## config.mk

```make
export PLATFORM = sky130hd
export DESIGN_NAME = v_sequencer
export DESIGN_NICKNAME = d
export VERILOG_FILES = /design/src/seq_pkg.sv /design/src/instr_status_table.sv /design/src/operand_check.sv /design/src/fu_slot.sv /design/src/writeback_ctrl.sv /design/src/v_sequencer.sv
export SDC_FILE = /design/constraint.sdc
export NUM_CORES = 1
export LEC_CHECK = 0
export ABC_AREA = 1
export BUFFER_PORTS_ARGS = -buffer_cell sky130_fd_sc_hd__buf_2
export CAP_MARGIN = 20
export CORE_AREA = 4 4 242 244
export CTS_CLUSTER_SIZE = 8
export DETAILED_ROUTE_END_ITERATION = 12
export DIE_AREA = 0 0 246 248
export PLACE_DENSITY_LB_ADDON = 0.2
export SYNTH_ARGS = -nofsm -noshare
export SYNTH_HDL_FRONTEND = slang
export SYNTH_SLANG_ARGS = --single-unit
```

## constraint.sdc

```tcl
create_clock -name clk -period 8.25 [get_ports clk]
set_clock_uncertainty 0.05 [all_clocks]
set_input_delay 0.825 -clock clk [delete_from_list [all_inputs] [get_ports clk]]
set_output_delay 0.825 -clock clk [all_outputs]
set_load 0.05 [all_outputs]
```

## src/seq_pkg.sv

```systemverilog
// ---------------------------------------------------------------------
// vector sequencer shared definitions
// table geometry, instruction field widths, slot states,
// functional unit codes and operand select encodings
// ---------------------------------------------------------------------
package seq_pkg;

    // instruction status table geometry
    localparam int NUM_SLOTS = 8;
    localparam int SLOT_W    = 3;
    localparam int COUNT_W   = 4;

    // instruction field widths
    localparam int REG_W   = 5;
    localparam int OP_W    = 4;
    localparam int SEL_W   = 2;
    localparam int VTYPE_W = 2;
    localparam int DATA_W  = 128;

    // payload per slot, laid out as
    // {dest, op, vsew, lmul, sel_a, sel_b, src_a, src_b, imm}
    localparam int ENTRY_W = OP_W + 2 * VTYPE_W + 2 * SEL_W + 4 * REG_W;

    // stage of a table entry
    typedef enum logic [2:0] {
        ST_EMPTY  = 3'd0,
        ST_ISSUED = 3'd1,
        ST_READ   = 3'd2,
        ST_EXEC   = 3'd3,
        ST_WB     = 3'd4
    } entry_state_e;

    // target functional unit
    typedef enum logic [1:0] {
        FU_NONE = 2'd0,
        FU_ALU  = 2'd1,
        FU_MUL  = 2'd2
    } fu_e;

    // operand source, only the two vreg codes read the register file
    typedef enum logic [1:0] {
        SEL_VREG     = 2'd0,
        SEL_VREG_ALT = 2'd1,
        SEL_SCALAR   = 2'd2,
        SEL_IMM      = 2'd3
    } sel_op_e;

endpackage

```

## src/instr_status_table.sv

```systemverilog
// ---------------------------------------------------------------------
// instruction status table
// eight age-ordered slots with the oldest at slot 0
// append on issue, issued to read promotion, dispatch and done
// marking, shift-down removal of the retiring entry
// ---------------------------------------------------------------------
`timescale 1ns/1ps

module instr_status_table (
    input  logic                        clk,
    input  logic                        nrst,
    input  logic                        instr_valid,
    input  seq_pkg::fu_e                instr_unit,
    input  logic [seq_pkg::OP_W-1:0]    instr_op,
    input  logic [seq_pkg::VTYPE_W-1:0] instr_vsew,
    input  logic [seq_pkg::VTYPE_W-1:0] instr_lmul,
    input  logic [seq_pkg::SEL_W-1:0]   instr_sel_a,
    input  logic [seq_pkg::SEL_W-1:0]   instr_sel_b,
    input  logic [seq_pkg::REG_W-1:0]   instr_src_a,
    input  logic [seq_pkg::REG_W-1:0]   instr_src_b,
    input  logic [seq_pkg::REG_W-1:0]   instr_dest,
    input  logic [seq_pkg::REG_W-1:0]   instr_imm,
    input  logic                        alu_fire,
    input  logic                        mul_fire,
    input  logic                        done_alu,
    input  logic                        done_mul,
    input  logic                        retire,
    output logic                        instr_ready,
    output logic                        read_valid,
    output seq_pkg::fu_e                read_unit,
    output logic [seq_pkg::SLOT_W-1:0]  read_index,
    output logic [seq_pkg::OP_W-1:0]    read_op,
    output logic [seq_pkg::VTYPE_W-1:0] read_vsew,
    output logic [seq_pkg::VTYPE_W-1:0] read_lmul,
    output logic [seq_pkg::SEL_W-1:0]   read_sel_a,
    output logic [seq_pkg::SEL_W-1:0]   read_sel_b,
    output logic [seq_pkg::REG_W-1:0]   read_src_a,
    output logic [seq_pkg::REG_W-1:0]   read_src_b,
    output logic [seq_pkg::REG_W-1:0]   read_imm,
    output seq_pkg::entry_state_e       slot_state [seq_pkg::NUM_SLOTS],
    output logic [seq_pkg::REG_W-1:0]   slot_dest [seq_pkg::NUM_SLOTS],
    output logic                        wb_valid,
    output seq_pkg::fu_e                wb_unit,
    output logic [seq_pkg::REG_W-1:0]   wb_dest
);
    import seq_pkg::*;

    logic [COUNT_W-1:0]   count;
    fu_e                  unit_q [NUM_SLOTS];
    logic [ENTRY_W-1:0]   entry_q [NUM_SLOTS];
    entry_state_e         state_nxt [NUM_SLOTS];
    logic [SLOT_W-1:0]    iss_index;
    logic [SLOT_W-1:0]    wb_index;
    logic [SLOT_W-1:0]    app_index;
    logic                 accept;
    logic [NUM_SLOTS-1:0] exec_alu;
    logic [NUM_SLOTS-1:0] exec_mul;

    assign instr_ready = (count < COUNT_W'(NUM_SLOTS));
    assign accept      = instr_valid && instr_ready;
    // new entry lands above whatever survives this edge's retire
    assign app_index   = SLOT_W'(count - COUNT_W'(retire));

    // oldest read, issued and finished entries
    always_comb begin
        read_valid = 1'b0;
        read_index = '0;
        iss_index  = '0;
        wb_valid   = 1'b0;
        wb_index   = '0;
        for (int i = NUM_SLOTS - 1; i >= 0; i--) begin
            slot_dest[i] = entry_q[i][ENTRY_W-1 -: REG_W];
            exec_alu[i]  = (slot_state[i] == ST_EXEC) && (unit_q[i] == FU_ALU);
            exec_mul[i]  = (slot_state[i] == ST_EXEC) && (unit_q[i] == FU_MUL);
            if (slot_state[i] == ST_READ) begin
                read_valid = 1'b1;
                read_index = SLOT_W'(i);
            end
            if (slot_state[i] == ST_ISSUED) begin
                iss_index = SLOT_W'(i);
            end
            if (slot_state[i] == ST_WB) begin
                wb_valid = 1'b1;
                wb_index = SLOT_W'(i);
            end
        end
    end

    assign read_unit = unit_q[read_index];
    assign {read_op, read_vsew, read_lmul, read_sel_a, read_sel_b,
            read_src_a, read_src_b, read_imm} = entry_q[read_index][ENTRY_W-REG_W-1:0];
    assign wb_unit   = unit_q[wb_index];
    assign wb_dest   = slot_dest[wb_index];

    // per-slot stage advance before any shift
    always_comb begin
        for (int i = 0; i < NUM_SLOTS; i++) begin
            state_nxt[i] = slot_state[i];
            case (slot_state[i])
                ST_ISSUED: begin
                    // read stage holds one entry at a time
                    if (!read_valid && iss_index == SLOT_W'(i)) begin
                        state_nxt[i] = ST_READ;
                    end
                end
                ST_READ: begin
                    if (alu_fire || mul_fire) begin
                        state_nxt[i] = ST_EXEC;
                    end
                end
                ST_EXEC: begin
                    if ((done_alu && unit_q[i] == FU_ALU) ||
                        (done_mul && unit_q[i] == FU_MUL)) begin
                        state_nxt[i] = ST_WB;
                    end
                end
                default: ;
            endcase
        end
    end

    always_ff @(posedge clk) begin
        if (!nrst) begin
            count <= '0;
            for (int i = 0; i < NUM_SLOTS; i++) begin
                slot_state[i] <= ST_EMPTY;
            end
        end else begin
            count <= count + COUNT_W'(accept) - COUNT_W'(retire);
            // slots above the retiring one move down by one
            for (int i = 0; i < NUM_SLOTS - 1; i++) begin
                if (retire && SLOT_W'(i) >= wb_index) begin
                    slot_state[i] <= state_nxt[i + 1];
                end else begin
                    slot_state[i] <= state_nxt[i];
                end
            end
            slot_state[NUM_SLOTS-1] <= retire ? ST_EMPTY : state_nxt[NUM_SLOTS-1];
            if (accept) begin
                slot_state[app_index] <= ST_ISSUED;
            end
        end
    end

    always_ff @(posedge clk) begin
        for (int i = 0; i < NUM_SLOTS - 1; i++) begin
            if (retire && SLOT_W'(i) >= wb_index) begin
                unit_q[i]  <= unit_q[i + 1];
                entry_q[i] <= entry_q[i + 1];
            end
        end
        if (accept) begin
            unit_q[app_index]  <= instr_unit;
            entry_q[app_index] <= {instr_dest, instr_op, instr_vsew, instr_lmul, instr_sel_a,
                                   instr_sel_b, instr_src_a, instr_src_b, instr_imm};
        end
    end

    // occupancy stays within the table and matches the filled slots
    assert property (@(posedge clk) disable iff (!nrst)
        count <= COUNT_W'(NUM_SLOTS) &&
        (count == '0 || slot_state[SLOT_W'(count - COUNT_W'(1))] != ST_EMPTY) &&
        (count == COUNT_W'(NUM_SLOTS) || slot_state[SLOT_W'(count)] == ST_EMPTY));

    // each unit works on one entry at a time
    assert property (@(posedge clk) disable iff (!nrst)
        $onehot0(exec_alu) && $onehot0(exec_mul));

endmodule

```

## src/operand_check.sv

```systemverilog
// ---------------------------------------------------------------------
// read-after-write hazard check
// compares the read-stage source registers against the
// destinations of older entries still in the table
// ---------------------------------------------------------------------
`timescale 1ns/1ps

module operand_check (
    input  logic                       read_valid,
    input  logic [seq_pkg::SLOT_W-1:0] read_index,
    input  logic [seq_pkg::SEL_W-1:0]  read_sel_a,
    input  logic [seq_pkg::SEL_W-1:0]  read_sel_b,
    input  logic [seq_pkg::REG_W-1:0]  read_src_a,
    input  logic [seq_pkg::REG_W-1:0]  read_src_b,
    input  seq_pkg::entry_state_e      slot_state [seq_pkg::NUM_SLOTS],
    input  logic [seq_pkg::REG_W-1:0]  slot_dest [seq_pkg::NUM_SLOTS],
    output logic                       operands_ready
);
    import seq_pkg::*;

    logic match_a;
    logic match_b;
    logic vreg_a;
    logic vreg_b;

    // scalar and immediate operands never wait on a register
    assign vreg_a = (read_sel_a == SEL_VREG) || (read_sel_a == SEL_VREG_ALT);
    assign vreg_b = (read_sel_b == SEL_VREG) || (read_sel_b == SEL_VREG_ALT);

    always_comb begin
        match_a = 1'b0;
        match_b = 1'b0;
        // only slots below the read entry are older
        for (int i = 0; i < NUM_SLOTS; i++) begin
            if (SLOT_W'(i) < read_index && slot_state[i] != ST_EMPTY) begin
                if (slot_dest[i] == read_src_a) begin
                    match_a = 1'b1;
                end
                if (slot_dest[i] == read_src_b) begin
                    match_b = 1'b1;
                end
            end
        end
    end

    assign operands_ready = read_valid && !(vreg_a && match_a) && !(vreg_b && match_b);

endmodule

```

## src/fu_slot.sv

```systemverilog
// ---------------------------------------------------------------------
// functional unit slot
// dispatch register, held request toward the unit, busy flag
// and result capture on the done pulse
// ---------------------------------------------------------------------
`timescale 1ns/1ps

module fu_slot #(
    parameter seq_pkg::fu_e UNIT = seq_pkg::FU_ALU
) (
    input  logic                        clk,
    input  logic                        nrst,
    input  logic                        read_valid,
    input  seq_pkg::fu_e                read_unit,
    input  logic                        operands_ready,
    input  logic [seq_pkg::OP_W-1:0]    read_op,
    input  logic [seq_pkg::VTYPE_W-1:0] read_vsew,
    input  logic [seq_pkg::VTYPE_W-1:0] read_lmul,
    input  logic [seq_pkg::SEL_W-1:0]   read_sel_a,
    input  logic [seq_pkg::SEL_W-1:0]   read_sel_b,
    input  logic [seq_pkg::REG_W-1:0]   read_src_a,
    input  logic [seq_pkg::REG_W-1:0]   read_src_b,
    input  logic [seq_pkg::REG_W-1:0]   read_imm,
    input  logic                        done,
    input  logic [seq_pkg::DATA_W-1:0]  result,
    input  logic                        fu_release,
    output logic                        fire,
    output logic                        busy,
    output logic                        unit_valid,
    output logic [seq_pkg::OP_W-1:0]    unit_op,
    output logic [seq_pkg::VTYPE_W-1:0] unit_vsew,
    output logic [seq_pkg::VTYPE_W-1:0] unit_lmul,
    output logic [seq_pkg::SEL_W-1:0]   unit_sel_a,
    output logic [seq_pkg::SEL_W-1:0]   unit_sel_b,
    output logic [seq_pkg::REG_W-1:0]   unit_src_a,
    output logic [seq_pkg::REG_W-1:0]   unit_src_b,
    output logic [seq_pkg::REG_W-1:0]   unit_imm,
    output logic [seq_pkg::DATA_W-1:0]  held_result
);

    // busy covers execution and the wait for write-back
    assign fire = read_valid && (read_unit == UNIT) && operands_ready && !busy;

    always_ff @(posedge clk) begin
        if (!nrst) begin
            busy       <= 1'b0;
            unit_valid <= 1'b0;
        end else if (fire) begin
            busy       <= 1'b1;
            unit_valid <= 1'b1;
        end else begin
            if (done) begin
                unit_valid <= 1'b0;
            end
            if (fu_release) begin
                busy <= 1'b0;
            end
        end
    end

    always_ff @(posedge clk) begin
        if (fire) begin
            unit_op    <= read_op;
            unit_vsew  <= read_vsew;
            unit_lmul  <= read_lmul;
            unit_sel_a <= read_sel_a;
            unit_sel_b <= read_sel_b;
            unit_src_a <= read_src_a;
            unit_src_b <= read_src_b;
            unit_imm   <= read_imm;
        end
        if (unit_valid && done) begin
            held_result <= result;
        end
    end

    // the unit answers only a pending request
    assert property (@(posedge clk) disable iff (!nrst) done |-> unit_valid);

endmodule

```

## src/writeback_ctrl.sv

```systemverilog
// ---------------------------------------------------------------------
// write-back control
// writes the oldest finished entry to the vector register file,
// retires it from the table and frees its unit
// ---------------------------------------------------------------------
`timescale 1ns/1ps

module writeback_ctrl (
    input  logic                       clk,
    input  logic                       nrst,
    input  logic                       wb_valid,
    input  seq_pkg::fu_e               wb_unit,
    input  logic [seq_pkg::REG_W-1:0]  wb_dest,
    input  logic [seq_pkg::DATA_W-1:0] alu_result,
    input  logic [seq_pkg::DATA_W-1:0] mul_result,
    output logic                       v_reg_wr_en,
    output logic [seq_pkg::REG_W-1:0]  dest_wb,
    output logic [seq_pkg::DATA_W-1:0] reg_wr_data,
    output logic                       retire,
    output logic                       alu_release,
    output logic                       mul_release
);
    import seq_pkg::*;

    // one entry leaves per edge, on the edge its write registers
    assign retire      = wb_valid;
    assign alu_release = wb_valid && (wb_unit == FU_ALU);
    assign mul_release = wb_valid && (wb_unit == FU_MUL);

    always_ff @(posedge clk) begin
        if (!nrst) begin
            v_reg_wr_en <= 1'b0;
        end else begin
            v_reg_wr_en <= wb_valid;
        end
    end

    always_ff @(posedge clk) begin
        if (wb_valid) begin
            dest_wb     <= wb_dest;
            reg_wr_data <= (wb_unit == FU_MUL) ? mul_result : alu_result;
        end
    end

endmodule

```

## src/v_sequencer.sv

```systemverilog
// ---------------------------------------------------------------------
// vector coprocessor sequencer, top level
// status table, hazard check, alu and multiplier slots,
// register file write-back
// ---------------------------------------------------------------------
`timescale 1ns/1ps

module v_sequencer (
    input  logic                        clk,
    input  logic                        nrst,
    input  logic                        instr_valid,
    output logic                        instr_ready,
    input  seq_pkg::fu_e                instr_unit,
    input  logic [seq_pkg::OP_W-1:0]    instr_op,
    input  logic [seq_pkg::VTYPE_W-1:0] instr_vsew,
    input  logic [seq_pkg::VTYPE_W-1:0] instr_lmul,
    input  logic [seq_pkg::SEL_W-1:0]   instr_sel_a,
    input  logic [seq_pkg::SEL_W-1:0]   instr_sel_b,
    input  logic [seq_pkg::REG_W-1:0]   instr_src_a,
    input  logic [seq_pkg::REG_W-1:0]   instr_src_b,
    input  logic [seq_pkg::REG_W-1:0]   instr_dest,
    input  logic [seq_pkg::REG_W-1:0]   instr_imm,
    output logic                        alu_valid,
    output logic [seq_pkg::OP_W-1:0]    alu_op,
    output logic [seq_pkg::VTYPE_W-1:0] alu_vsew,
    output logic [seq_pkg::VTYPE_W-1:0] alu_lmul,
    output logic [seq_pkg::SEL_W-1:0]   alu_sel_a,
    output logic [seq_pkg::SEL_W-1:0]   alu_sel_b,
    output logic [seq_pkg::REG_W-1:0]   alu_src_a,
    output logic [seq_pkg::REG_W-1:0]   alu_src_b,
    output logic [seq_pkg::REG_W-1:0]   alu_imm,
    input  logic                        done_alu,
    input  logic [seq_pkg::DATA_W-1:0]  result_alu,
    output logic                        mul_valid,
    output logic [seq_pkg::OP_W-1:0]    mul_op,
    output logic [seq_pkg::VTYPE_W-1:0] mul_vsew,
    output logic [seq_pkg::VTYPE_W-1:0] mul_lmul,
    output logic [seq_pkg::SEL_W-1:0]   mul_sel_a,
    output logic [seq_pkg::SEL_W-1:0]   mul_sel_b,
    output logic [seq_pkg::REG_W-1:0]   mul_src_a,
    output logic [seq_pkg::REG_W-1:0]   mul_src_b,
    output logic [seq_pkg::REG_W-1:0]   mul_imm,
    input  logic                        done_mul,
    input  logic [seq_pkg::DATA_W-1:0]  result_mul,
    output logic                        v_reg_wr_en,
    output logic [seq_pkg::REG_W-1:0]   dest_wb,
    output logic [seq_pkg::DATA_W-1:0]  reg_wr_data
);
    import seq_pkg::*;

    // read-stage entry
    logic               read_valid;
    fu_e                read_unit;
    logic [SLOT_W-1:0]  read_index;
    logic [OP_W-1:0]    read_op;
    logic [VTYPE_W-1:0] read_vsew;
    logic [VTYPE_W-1:0] read_lmul;
    logic [SEL_W-1:0]   read_sel_a;
    logic [SEL_W-1:0]   read_sel_b;
    logic [REG_W-1:0]   read_src_a;
    logic [REG_W-1:0]   read_src_b;
    logic [REG_W-1:0]   read_imm;
    entry_state_e       slot_state [NUM_SLOTS];
    logic [REG_W-1:0]   slot_dest [NUM_SLOTS];
    logic               operands_ready;

    // dispatch and write-back handshakes
    logic               alu_fire;
    logic               mul_fire;
    logic               wb_valid;
    fu_e                wb_unit;
    logic [REG_W-1:0]   wb_dest;
    logic               retire;
    logic               alu_release;
    logic               mul_release;
    // results held by the slots until write-back
    logic [DATA_W-1:0]  alu_result;
    logic [DATA_W-1:0]  mul_result;

    instr_status_table u_table (.*);

    operand_check u_check (.*);

    fu_slot #(.UNIT(FU_ALU)) u_alu_slot (
        .*,
        .done        (done_alu),
        .result      (result_alu),
        .fu_release  (alu_release),
        .fire        (alu_fire),
        .busy        (),
        .unit_valid  (alu_valid),
        .unit_op     (alu_op),
        .unit_vsew   (alu_vsew),
        .unit_lmul   (alu_lmul),
        .unit_sel_a  (alu_sel_a),
        .unit_sel_b  (alu_sel_b),
        .unit_src_a  (alu_src_a),
        .unit_src_b  (alu_src_b),
        .unit_imm    (alu_imm),
        .held_result (alu_result)
    );

    fu_slot #(.UNIT(FU_MUL)) u_mul_slot (
        .*,
        .done        (done_mul),
        .result      (result_mul),
        .fu_release  (mul_release),
        .fire        (mul_fire),
        .busy        (),
        .unit_valid  (mul_valid),
        .unit_op     (mul_op),
        .unit_vsew   (mul_vsew),
        .unit_lmul   (mul_lmul),
        .unit_sel_a  (mul_sel_a),
        .unit_sel_b  (mul_sel_b),
        .unit_src_a  (mul_src_a),
        .unit_src_b  (mul_src_b),
        .unit_imm    (mul_imm),
        .held_result (mul_result)
    );

    writeback_ctrl u_wb (.*);

endmodule

```

## Yosys cells after proc, flatten, opt, wreduce, memory -nomap -nowiden

Memories as Yosys holds them, arrays and structs flattened.
Cells that the tools add are included.

| word-level totals | value |
|---|---|
| output and inout bits | 191 |
| word-level logic and storage cells | 376 |
| flip-flop bits (word level) | 476 |
| bits in writable memories | 272 |
| memories kept | 2 |
| input bits | 295 |

Memories:

| memory | words | bits a word | rd ports | clocked after Yosys merged registers in | wr ports | line | text |
|---|---|---|---|---|---|---|---|
| u_table.entry_q | 8 | 32 | 9 | 0 | 8 | instr_status_table.sv:50 | `logic [ENTRY_W-1:0] entry_q [NUM_SLOTS];` |
| u_table.unit_q | 8 | 2 | 10 | 0 | 8 | instr_status_table.sv:49 | `fu_e unit_q [NUM_SLOTS];` |

| operators by class | value |
|---|---|
| reduce and logical (&&, ||, !) cells | 86 |
| bitwise logic cells | 5 |
| $add $sub $neg | 3 |
| order comparisons | 19 |
| eq/ne operators | 77 |
| muxes and demuxes | 150 |

Operators by type and width:

| kind | number |
|---|---|
| 3-bit two-way mux | 64 |
| 128-bit two-way mux | 1 |
| 5-bit == test | 16 |
| 1-bit two-way mux | 72 |
| 3-bit one-hot mux with 3 select lines | 8 |
| 1-bit logical AND | 55 |
| 3-bit by 2-bit == test with 1-bit output, second input constant | 18 |
| 3-bit == test, second input constant | 12 |
| 3-bit by 1-bit == test with 1-bit output, second input constant | 9 |
| 2-bit by 1-bit == test with 1-bit output, second input constant | 12 |
| 24-bit two-way mux | 1 |
| 3-bit nonzero test | 8 |
| 2-bit == test, second input constant | 10 |
| 16-bit bitwise AND | 1 |
| 16-bit inverter | 1 |
| 5-bit binary-select mux with 3-bit select | 1 |
| 3-bit < comparator, first input constant | 4 |
| 1-bit logical OR | 11 |
| 5-bit two-way mux | 2 |
| 3-bit demux with 3-bit select | 1 |
| 3-bit >= comparator, first input constant | 3 |
| 4-bit >= comparator, second input constant | 2 |
| 3-bit inverter with 4-bit output | 2 |
| 8-bit bitwise OR | 1 |
| 13 further kinds | 25 |

## Depth between registers and ports, before layout

Gate-level depths: netlist of run 1.
An unclocked memory read counts as a cell.

| logic depth | value |
|---|---|
| depth in word-level cells | 40 |
| depth in mapped cells | 32 |
| gate-level depth less buffers | 31 |

## Hierarchy

Synthesis of run 1 repeated with hierarchy kept, for this count alone.

| unflattened totals | value |
|---|---|
| cell total of the unflattened synthesis | 3292 |
| area total of the unflattened synthesis | 33284.4 µm² |

Modules (own cells, without submodules):

| module | sequential area each (µm²) | area an instance (µm²) | times used | cells an instance |
|---|---|---|---|---|
| instr_status_table | 8728.4 | 16542.1 | 1 | 2098 |
| fu_slot | 4694.5 | 4765.8 | 2 | 173 |
| writeback_ctrl | 4013.8 | 5859.4 | 1 | 568 |
| operand_check | 0.0 | 1351.3 | 1 | 280 |

## Least setup slack after synthesis of run 1

OpenSTA, ideal clock, no wires.

| timing path | value |
|---|---|
| path kind | register to register |
| start point | reg u_table.slot_state[22] (netlist bit) |
| end point | mem u_table.entry_q[3][0] (netlist bit) (enable) |
| library setup time | 497 ps |
| data arrival time | 5880 ps |
| buffers on the path | 1 |
| period minus slack after synthesis | 6427 ps |
| setup slack | 1823 ps |
| data required time | 7703 ps |
| cell stages (with the launch flop) | 16 |
| path through | dfxtp_1 > nor2_1 > nand2_1 > nand2_1 > nor2_2 > inv_1 > nor2_1 > inv_1 > ha_1 > inv_1 > ha_1 > inv_1 > nor2_1 > nand2_1 > clkbuf_1 > nand2_1 |

RTL lines:

| item | line | text |
|---|---|---|
| from (decl) | instr_status_table.sv:40 | `output seq_pkg::entry_state_e slot_state [seq_pkg::NUM_SLOTS],` |
| from (signal, indexed assignment) | instr_status_table.sv:133 | `slot_state[i] <= state_nxt[i + 1];` |
| from (signal, indexed assignment) | instr_status_table.sv:135 | `slot_state[i] <= state_nxt[i];` |
| from (signal, indexed assignment) | instr_status_table.sv:138 | `slot_state[NUM_SLOTS-1] <= retire ? ST_EMPTY : state_nxt[NUM_SLOTS-1];` |
| to (decl) | instr_status_table.sv:50 |  |

==> run metrics, run 1 <==
post-synth top area share 67.2%; # rows 87; max cap viols 0; Slowest-stage cell, CP inv_1; Via Count 22.8k; IO Port Bufs 485; status completed; total track usage 28.6%; layout cells sized above 1 26.2%; dpl cells 3849; GP Congestion 0.976; Root Driver clkbuf_16; first-pass GRT wire length 132000 um; Final TNS setup 0 ps; largest net degree at the start of global routing 86; synthesis-to-layout area growth 19.1%; RSZ-0062 raised after global routing false; Cell variety after synth 47; critical-path maximum fanout 85; internal reg-to-reg setup slack about 2600 ps; Worst-Skew Late Latency about 670 ps; core occupancy in the finished layout slightly below 70%; DP Wirelength between 50000 and 60000 um; global routing usage on met1 approximately two fifths; Via density 5.68; met3 GRT Util 6.90%; grt total ovfl 0; Final nets 3501; CP Data Required Time 8500 ps; DRC Markers 0; layer with the highest usage met2; CP arrival 5910 ps; Max clock buf depth 3; highest clock rate 0.177 GHz; antenna violations before repair 10; max-slew headroom at the worst pin between 10% and 20%; Post-synth top flop edfxtp_1; final hold violation count 0; IO Pins 486; Hold WC Path Type in2reg; Layout fillers approximately 4.2k; DR pass1 iterations 8; sequential cell area fraction in the yosys report 69.3%; Reg clk slew, reported paths 50 ps; global-route met2 utilization 46.3%; Crit Path Category reg2reg; Critical Path Source Type register; Cells after Synth about 2.7k; Post-synth EDFFs between 700 and 800; Detailed Route WL ~89000 um; CP Capture Type register; Starting DRT DRC Count 2198; ys async rst share 0%; total core area roughly 56000 sq um; worst slew pin tran between 1000 and 1500 ps; Die Y approximately 250 um; Post-CTS Repair Setup Buffers 0; top post-synthesis cells by area edfxtp_1 67%, nand2_1 6.8%, o21ai_0 5.5%; starting density of the core 56.8%; Ys Warns 0; cell taking the most area after synthesis edfxtp_1; antenna-violating nets left 0; Worst path max stage delay 640 ps; min Tclk post-route 5660 ps; CP Cell Sequence nor2_1, nand2_1, nand2_1, nor2_2, inv_1, nor2_1, inv_6, ha_1, ha_1, or2_2, nand2_1, inv_1, nor2_1, nand2_2, buf_4, inv_1, nor2_1, inv_1, buf_4; multi-input combinational cell area 8580 sq um; die span in x 246 um; final setup fails 0; mapped cell area 32000 sq um; vias in the first global route approximately 22k; CTS Sinks 748; synthesized area per cell 11.9 sq um; CTS tree built; Pins Over Slew Limit 0; area of the die 61000 sq um; syn nets 2994; non-filler cells, final 4019; register area 22100 sq um; total CTS buffers 104; WL per Instance 22.3 um; hold_ws 282 ps; CTS Hold Bufs 0; register bit total from synthesis about 750; crit share post-route 68.6%; H-tree depth 3; CTS resizes 0
-- layer usage --
metal  part of all wire, %  vias up
met3                   9.5      182
li1                      -    10506
met2                    48     1145
met1                    39    11008
met4                   3.3        2
met5                0.0078        -
-- worst paths after layout --
| path | start | to | depth (start not counted) |
|---|---|---|---|
| worst max-delay path | u_table.slot_state[22]$_SDFF_PN0_ | u_table.entry_q[1][27]$_DFFE_PP_ | 19 |
| worst min-delay path | result_mul[75] | u_mul_slot.held_result[75]$_DFFE_PP_ | 1 |
| worst min register to register | u_mul_slot.busy$_SDFFE_PN0P_ | u_mul_slot.busy$_SDFFE_PN0P_ | 2 |
| worst max register to register | u_table.slot_state[22]$_SDFF_PN0_ | u_table.entry_q[1][27]$_DFFE_PP_ | 19 |
-- layout make-up --
class	count	area share [%]
Timing Repair Buffer	510	6.96
Clock buffer	149	7.31
Clock inverter	10	0.483
Sequential cell	748	58.2
Tap cell	756	2.49
Inverter	198	1.99
Antenna cell	11	0.0723
Multi-Input combinational cell	1637	22.5
-- sequential cells by signal, summed over array words and instances (netlist names), 4 cells and up --
name,flops
u_mul_slot.unit_op,4
u_mul_slot.unit_imm,5
u_table.unit_q,16
u_alu_slot.unit_src_a,5
u_alu_slot.unit_op,4
u_table.count,4
u_alu_slot.unit_imm,5
u_wb.reg_wr_data,128
u_alu_slot.held_result,128
u_table.entry_q,256
u_table.slot_state,24
u_wb.dest_wb,5
u_alu_slot.unit_src_b,5
u_mul_slot.unit_src_a,5
u_mul_slot.unit_src_b,5
u_mul_slot.held_result,128
-- cell usage in the layout, fill, tap and decap left out, types with 10 or more instances in the layout --
| cell | netlist | layout |
|---|---|---|
| nand2_2 | 26 | 32 |
| buf_4 | 20 | 23 |
| a31oi_1 | 10 | 10 |
| edfxtp_1 | 715 | 715 |
| mux2_2 | 128 | 128 |
| inv_1 | 164 | 161 |
| nor2_4 | 16 | 17 |
| nor2_1 | 226 | 226 |
| o2111ai_1 | 21 | 21 |
| a21oi_1 | 37 | 37 |
| clkbuf_16 | 0 | 104 |
| o211ai_1 | 27 | 27 |
| buf_2 | 9 | 485 |
| clkbuf_1 | 72 | 44 |
| nand2_1 | 581 | 573 |
| o21bai_1 | 19 | 19 |
| dfxtp_1 | 33 | 33 |
| nor3_1 | 17 | 17 |
| nand3_1 | 117 | 117 |
| diode_2 | 0 | 11 |
| inv_2 | 29 | 29 |
| o21ai_0 | 348 | 348 |
-- worst max-delay path: cells and delay by family, from the launching register on --
family | cells | cell delay [ps]
flops | 1 | 430
simple gates | 10 | 1890
fa+ha+maj | 2 | 650
buf+inv | 7 | 2190
-- synthesized netlist by cell type (5+ instances only) --
cell type / instances
buf_6: 5
a31oi_1: 10
a21oi_1: 37
nand2_1: 581
clkbuf_1: 72
o21ai_0: 348
dfxtp_1: 33
nor2_4: 16
inv_1: 164
nor3_1: 17
o21bai_1: 19
nor2_1: 226
nand2_2: 26
o2111ai_1: 21
buf_2: 9
nand3_1: 117
nor4_1: 7
o21ai_1: 7
nand4_1: 6
ha_1: 6
edfxtp_1: 715
buf_4: 20
nand3_2: 6
o211ai_1: 27
mux2_2: 128
inv_2: 29
-- cell families (layout without fill, tap and decap cells) --
group,count (synthesis),after routing,share of synthesized area (%)
AOI/OAI and AO/OA,488,488,8.49
adders and majority gates,7,7,0.298
other,0,11,0
DFF,748,748,69.3
muxes,128,128,4.51
buffers and inverters,307,867,4.00
xor gates and xnor gates,2,2,0.0548
and+or+nand+nor,1012,1012,13.4
-- through the flow --
step           cell area (sq um)  setup WS [ps]
5_1_grt                    38000           2110
3_5_place_dp               35100           2620
2_1_floorplan              32000           1820
3_3_place_gp               35000           2580
6_report                   38100           2590
4_1_cts                    38000           2550
Power of run 1 is left out: the tool's default activity adds up to more than one toggle a clock period on the data nets, which glitch-free logic cannot reach.
==> run 2: changes to the inputs <==
ABC_AREA = 0   (was 1)
CORE_AREA = 4 4 245 247   (was 4 4 242 244)
DIE_AREA = 0 0 249 251   (was 0 0 246 248)
clock period = 5.9 ns   (was 8.25 ns; I/O delays follow)
==> run 2 against run 1 <==
  * Register-to-register slack got worse by 2200 ps
  * Global-route usage rose by 3.9 points
  * Critical path depth fell by 6
  * Routed wire length rose by 18%
  * Synthesized area rose by 2.0%
  * Maximum frequency rose by 2.3%
  * Non-clock buffer count rose by 21
  * Sequential cell count did not move
==> run metrics, run 2 <==
DR pass1 iterations 5; top post-synthesis cells by area edfxtp_1 66%, mux2_2 12%, nand2_1 3.4%; DP Wirelength 73000 um; first-pass GRT wire length 150000 um; xor/xnor share of the synthesized area under 10%; area of the die around 62000 sq um; IO Pins 486; worst r2r src u_table.slot_state[6]$_SDFF_PN0_; status completed; total CTS buffers a little over 100; CTS resizes 0; commonest non-fill, non-tap cells in the layout 715 x edfxtp_1, 485 x buf_2, 344 x mux2_2; Biggest register u_table.entry_q; Max clock buf depth 3; Cells after Synth 2215; H-tree depth 3; Root Driver clkbuf_16; mapped cell area 32600 sq um; min Tclk post-route between 5000 and 6000 ps; antenna-violating nets left 0; Simple-Gate Fraction of Synth Area 8.41%; synthesis-to-layout area growth 19.2%; Layout fillers around 4.0k; Via Count 22.1k; max-slew headroom at the worst pin 30.6%; Crit Path Category reg2reg; CP Data Required Time 6190 ps; antenna violations before repair 40; Critical path buffers and inverters 2; max reg flops 256; worst reg2reg path depth 13; Adder-Cell Fraction of Synth Area 0.292%; vias in the first global route 21.5k; hold_ws 45.8 ps; final hold violation count 0; register bit total from synthesis 748; Worst path max stage delay 790 ps; grt total ovfl 0; CTS Sinks 748; ys async rst share 0%; cell taking the most area after synthesis edfxtp_1; CTS tree built; Worst setup startpoint u_table.slot_state[6]$_SDFF_PN0_; CP arrival slightly below 6000 ps; compound-cell area share of the yosys netlist 7.54%; CTS Hold Bufs 0; Hold WC Path Type in2reg; starting density of the core 56.6%; RSZ-0062 raised after global routing false; highest clock rate 0.181 GHz; post-synth top area share 65.9%; most common cell in the netlist edfxtp_1; most common cell after layout, fill and taps aside edfxtp_1; IO Port Bufs ~490; crit share post-route 93.8%; final setup fails 0; Starting DRT DRC Count 2224; Final nets 3043; Ys Warns 0; Worst-Skew Late Latency 680 ps; CP top delay family compound AO/OA/AOI/OAI gates; layout cells sized above 1 38.4%; Pins Over Slew Limit 0; Cell variety after synth 97; Critical Path Source Type register; Post-CTS Repair Setup Buffers 0; largest net degree at the start of global routing 137; die span in x between 200 and 250 um; CP Cell Sequence or3b_1, o211ai_1, a21oi_4, o221ai_1, a21oi_4, xnor2_1, o2111ai_1, o311ai_1, o31ai_2, and2_1, nand2_1, inv_1, buf_12; total core area 57600 sq um; Detailed Route WL 105000 um; syn nets 2517; Worst path depth 13; mux contribution to synthesized area 12.8%; Post-synth EDFFs 715; largest family of logic cells by synthesized area multiplexers; register area 22100 sq um; WHS Path Cells 1; synthesized area per cell 14.7 sq um; Slowest-stage cell, CP a21oi_4; worst min-delay path startpoint result_mul[56]; Via density just over 6; CP Capture Type register; GP Congestion 0.971; Most common cell on crit path a21oi_4; WL per Instance 29.6 um; Reg clk slew, reported paths 50 ps; Post-synth top flop edfxtp_1; multi-input combinational cell area 9920 sq um; critical-path maximum fanout 30; total track usage 32.5%; # rows 88; sequential cell area fraction in the yosys report 67.9%; DRC Markers 0; max cap viols 0; most instantiated cells after synthesis 715 x edfxtp_1, 344 x mux2_2, 295 x nand2_1; worst slew pin tran 1040 ps; Die Y approximately 250 um
## run 2: layout make-up
cell class / instances / area share [%]
multi-input cells: 1328 / 25.5
flip-flops and latches: 748 / 57.0
diodes: 35 / 0.225
repair buffers: 531 / 7.39
clock inverters: 7 / 0.335
clock buffers: 119 / 6.81
inverters: 29 / 0.290
well taps: 765 / 2.46
## run 2: stage by stage
stage | setup slack (ps) | instances | utilization [%] | setup TNS [ps] | cell area [sq um]
2_1_floorplan | -176 | 2215 | - | -2920 | 32600
3_3_place_gp | 603 | 3401 | 62.5 | 0 | 36000
3_5_place_dp | 526 | 3401 | 62.5 | 0 | 36000
4_1_cts | 455 | 3527 | 67.3 | 0 | 38800
5_1_grt | 112 | 3549 | 67.4 | 0 | 38800
6_report | 364 | 3562 | 67.5 | 0 | 38900
## run 2: worst reg2reg max path: stages (launching register included)
cell	delay [ps]
dfxtp_1	490
or3b_1	640
o211ai_1	380
a21oi_4	790
o221ai_1	450
a21oi_4	430
xnor2_1	120
o2111ai_1	130
o311ai_1	170
o31ai_2	560
and2_1	440
nand2_1	170
inv_1	130
buf_12	210
## run 2: routing by layer
layer  track usage (%)  vias up  wire length, um  part of all wire [%]
met1              43.2    11138            40900                    39
li1                  -     9568                -                     -
met2              52.1     1196            50200                    48
met3              9.14      211            10200                   9.7
met4              11.7       14             4040                   3.8
met5                 0        -              102                 0.097
## run 2: cell families (layout without fill, tap and decap cells)
logic type                 after synthesis  after routing
buffers and inverters                  139            686
AOI/OAI and AO/OA                      345            345
DFF                                    748            748
other                                    0             35
adders and majority gates                7              7
xor gates and xnor gates                45             45
muxes                                  371            371
and+or+nand+nor                        560            560
## run 2: worst paths after layout
kind | endpoint | slack (ps)
max | u_alu_slot.unit_imm[2]$_DFFE_PP_ | 360
min | u_mul_slot.held_result[56]$_DFFE_PP_ | 50
max reg2reg | u_alu_slot.unit_imm[2]$_DFFE_PP_ | 360
min reg2reg | u_alu_slot.busy$_SDFFE_PN0P_ | 440
Power of run 2 is left out for the same reason.
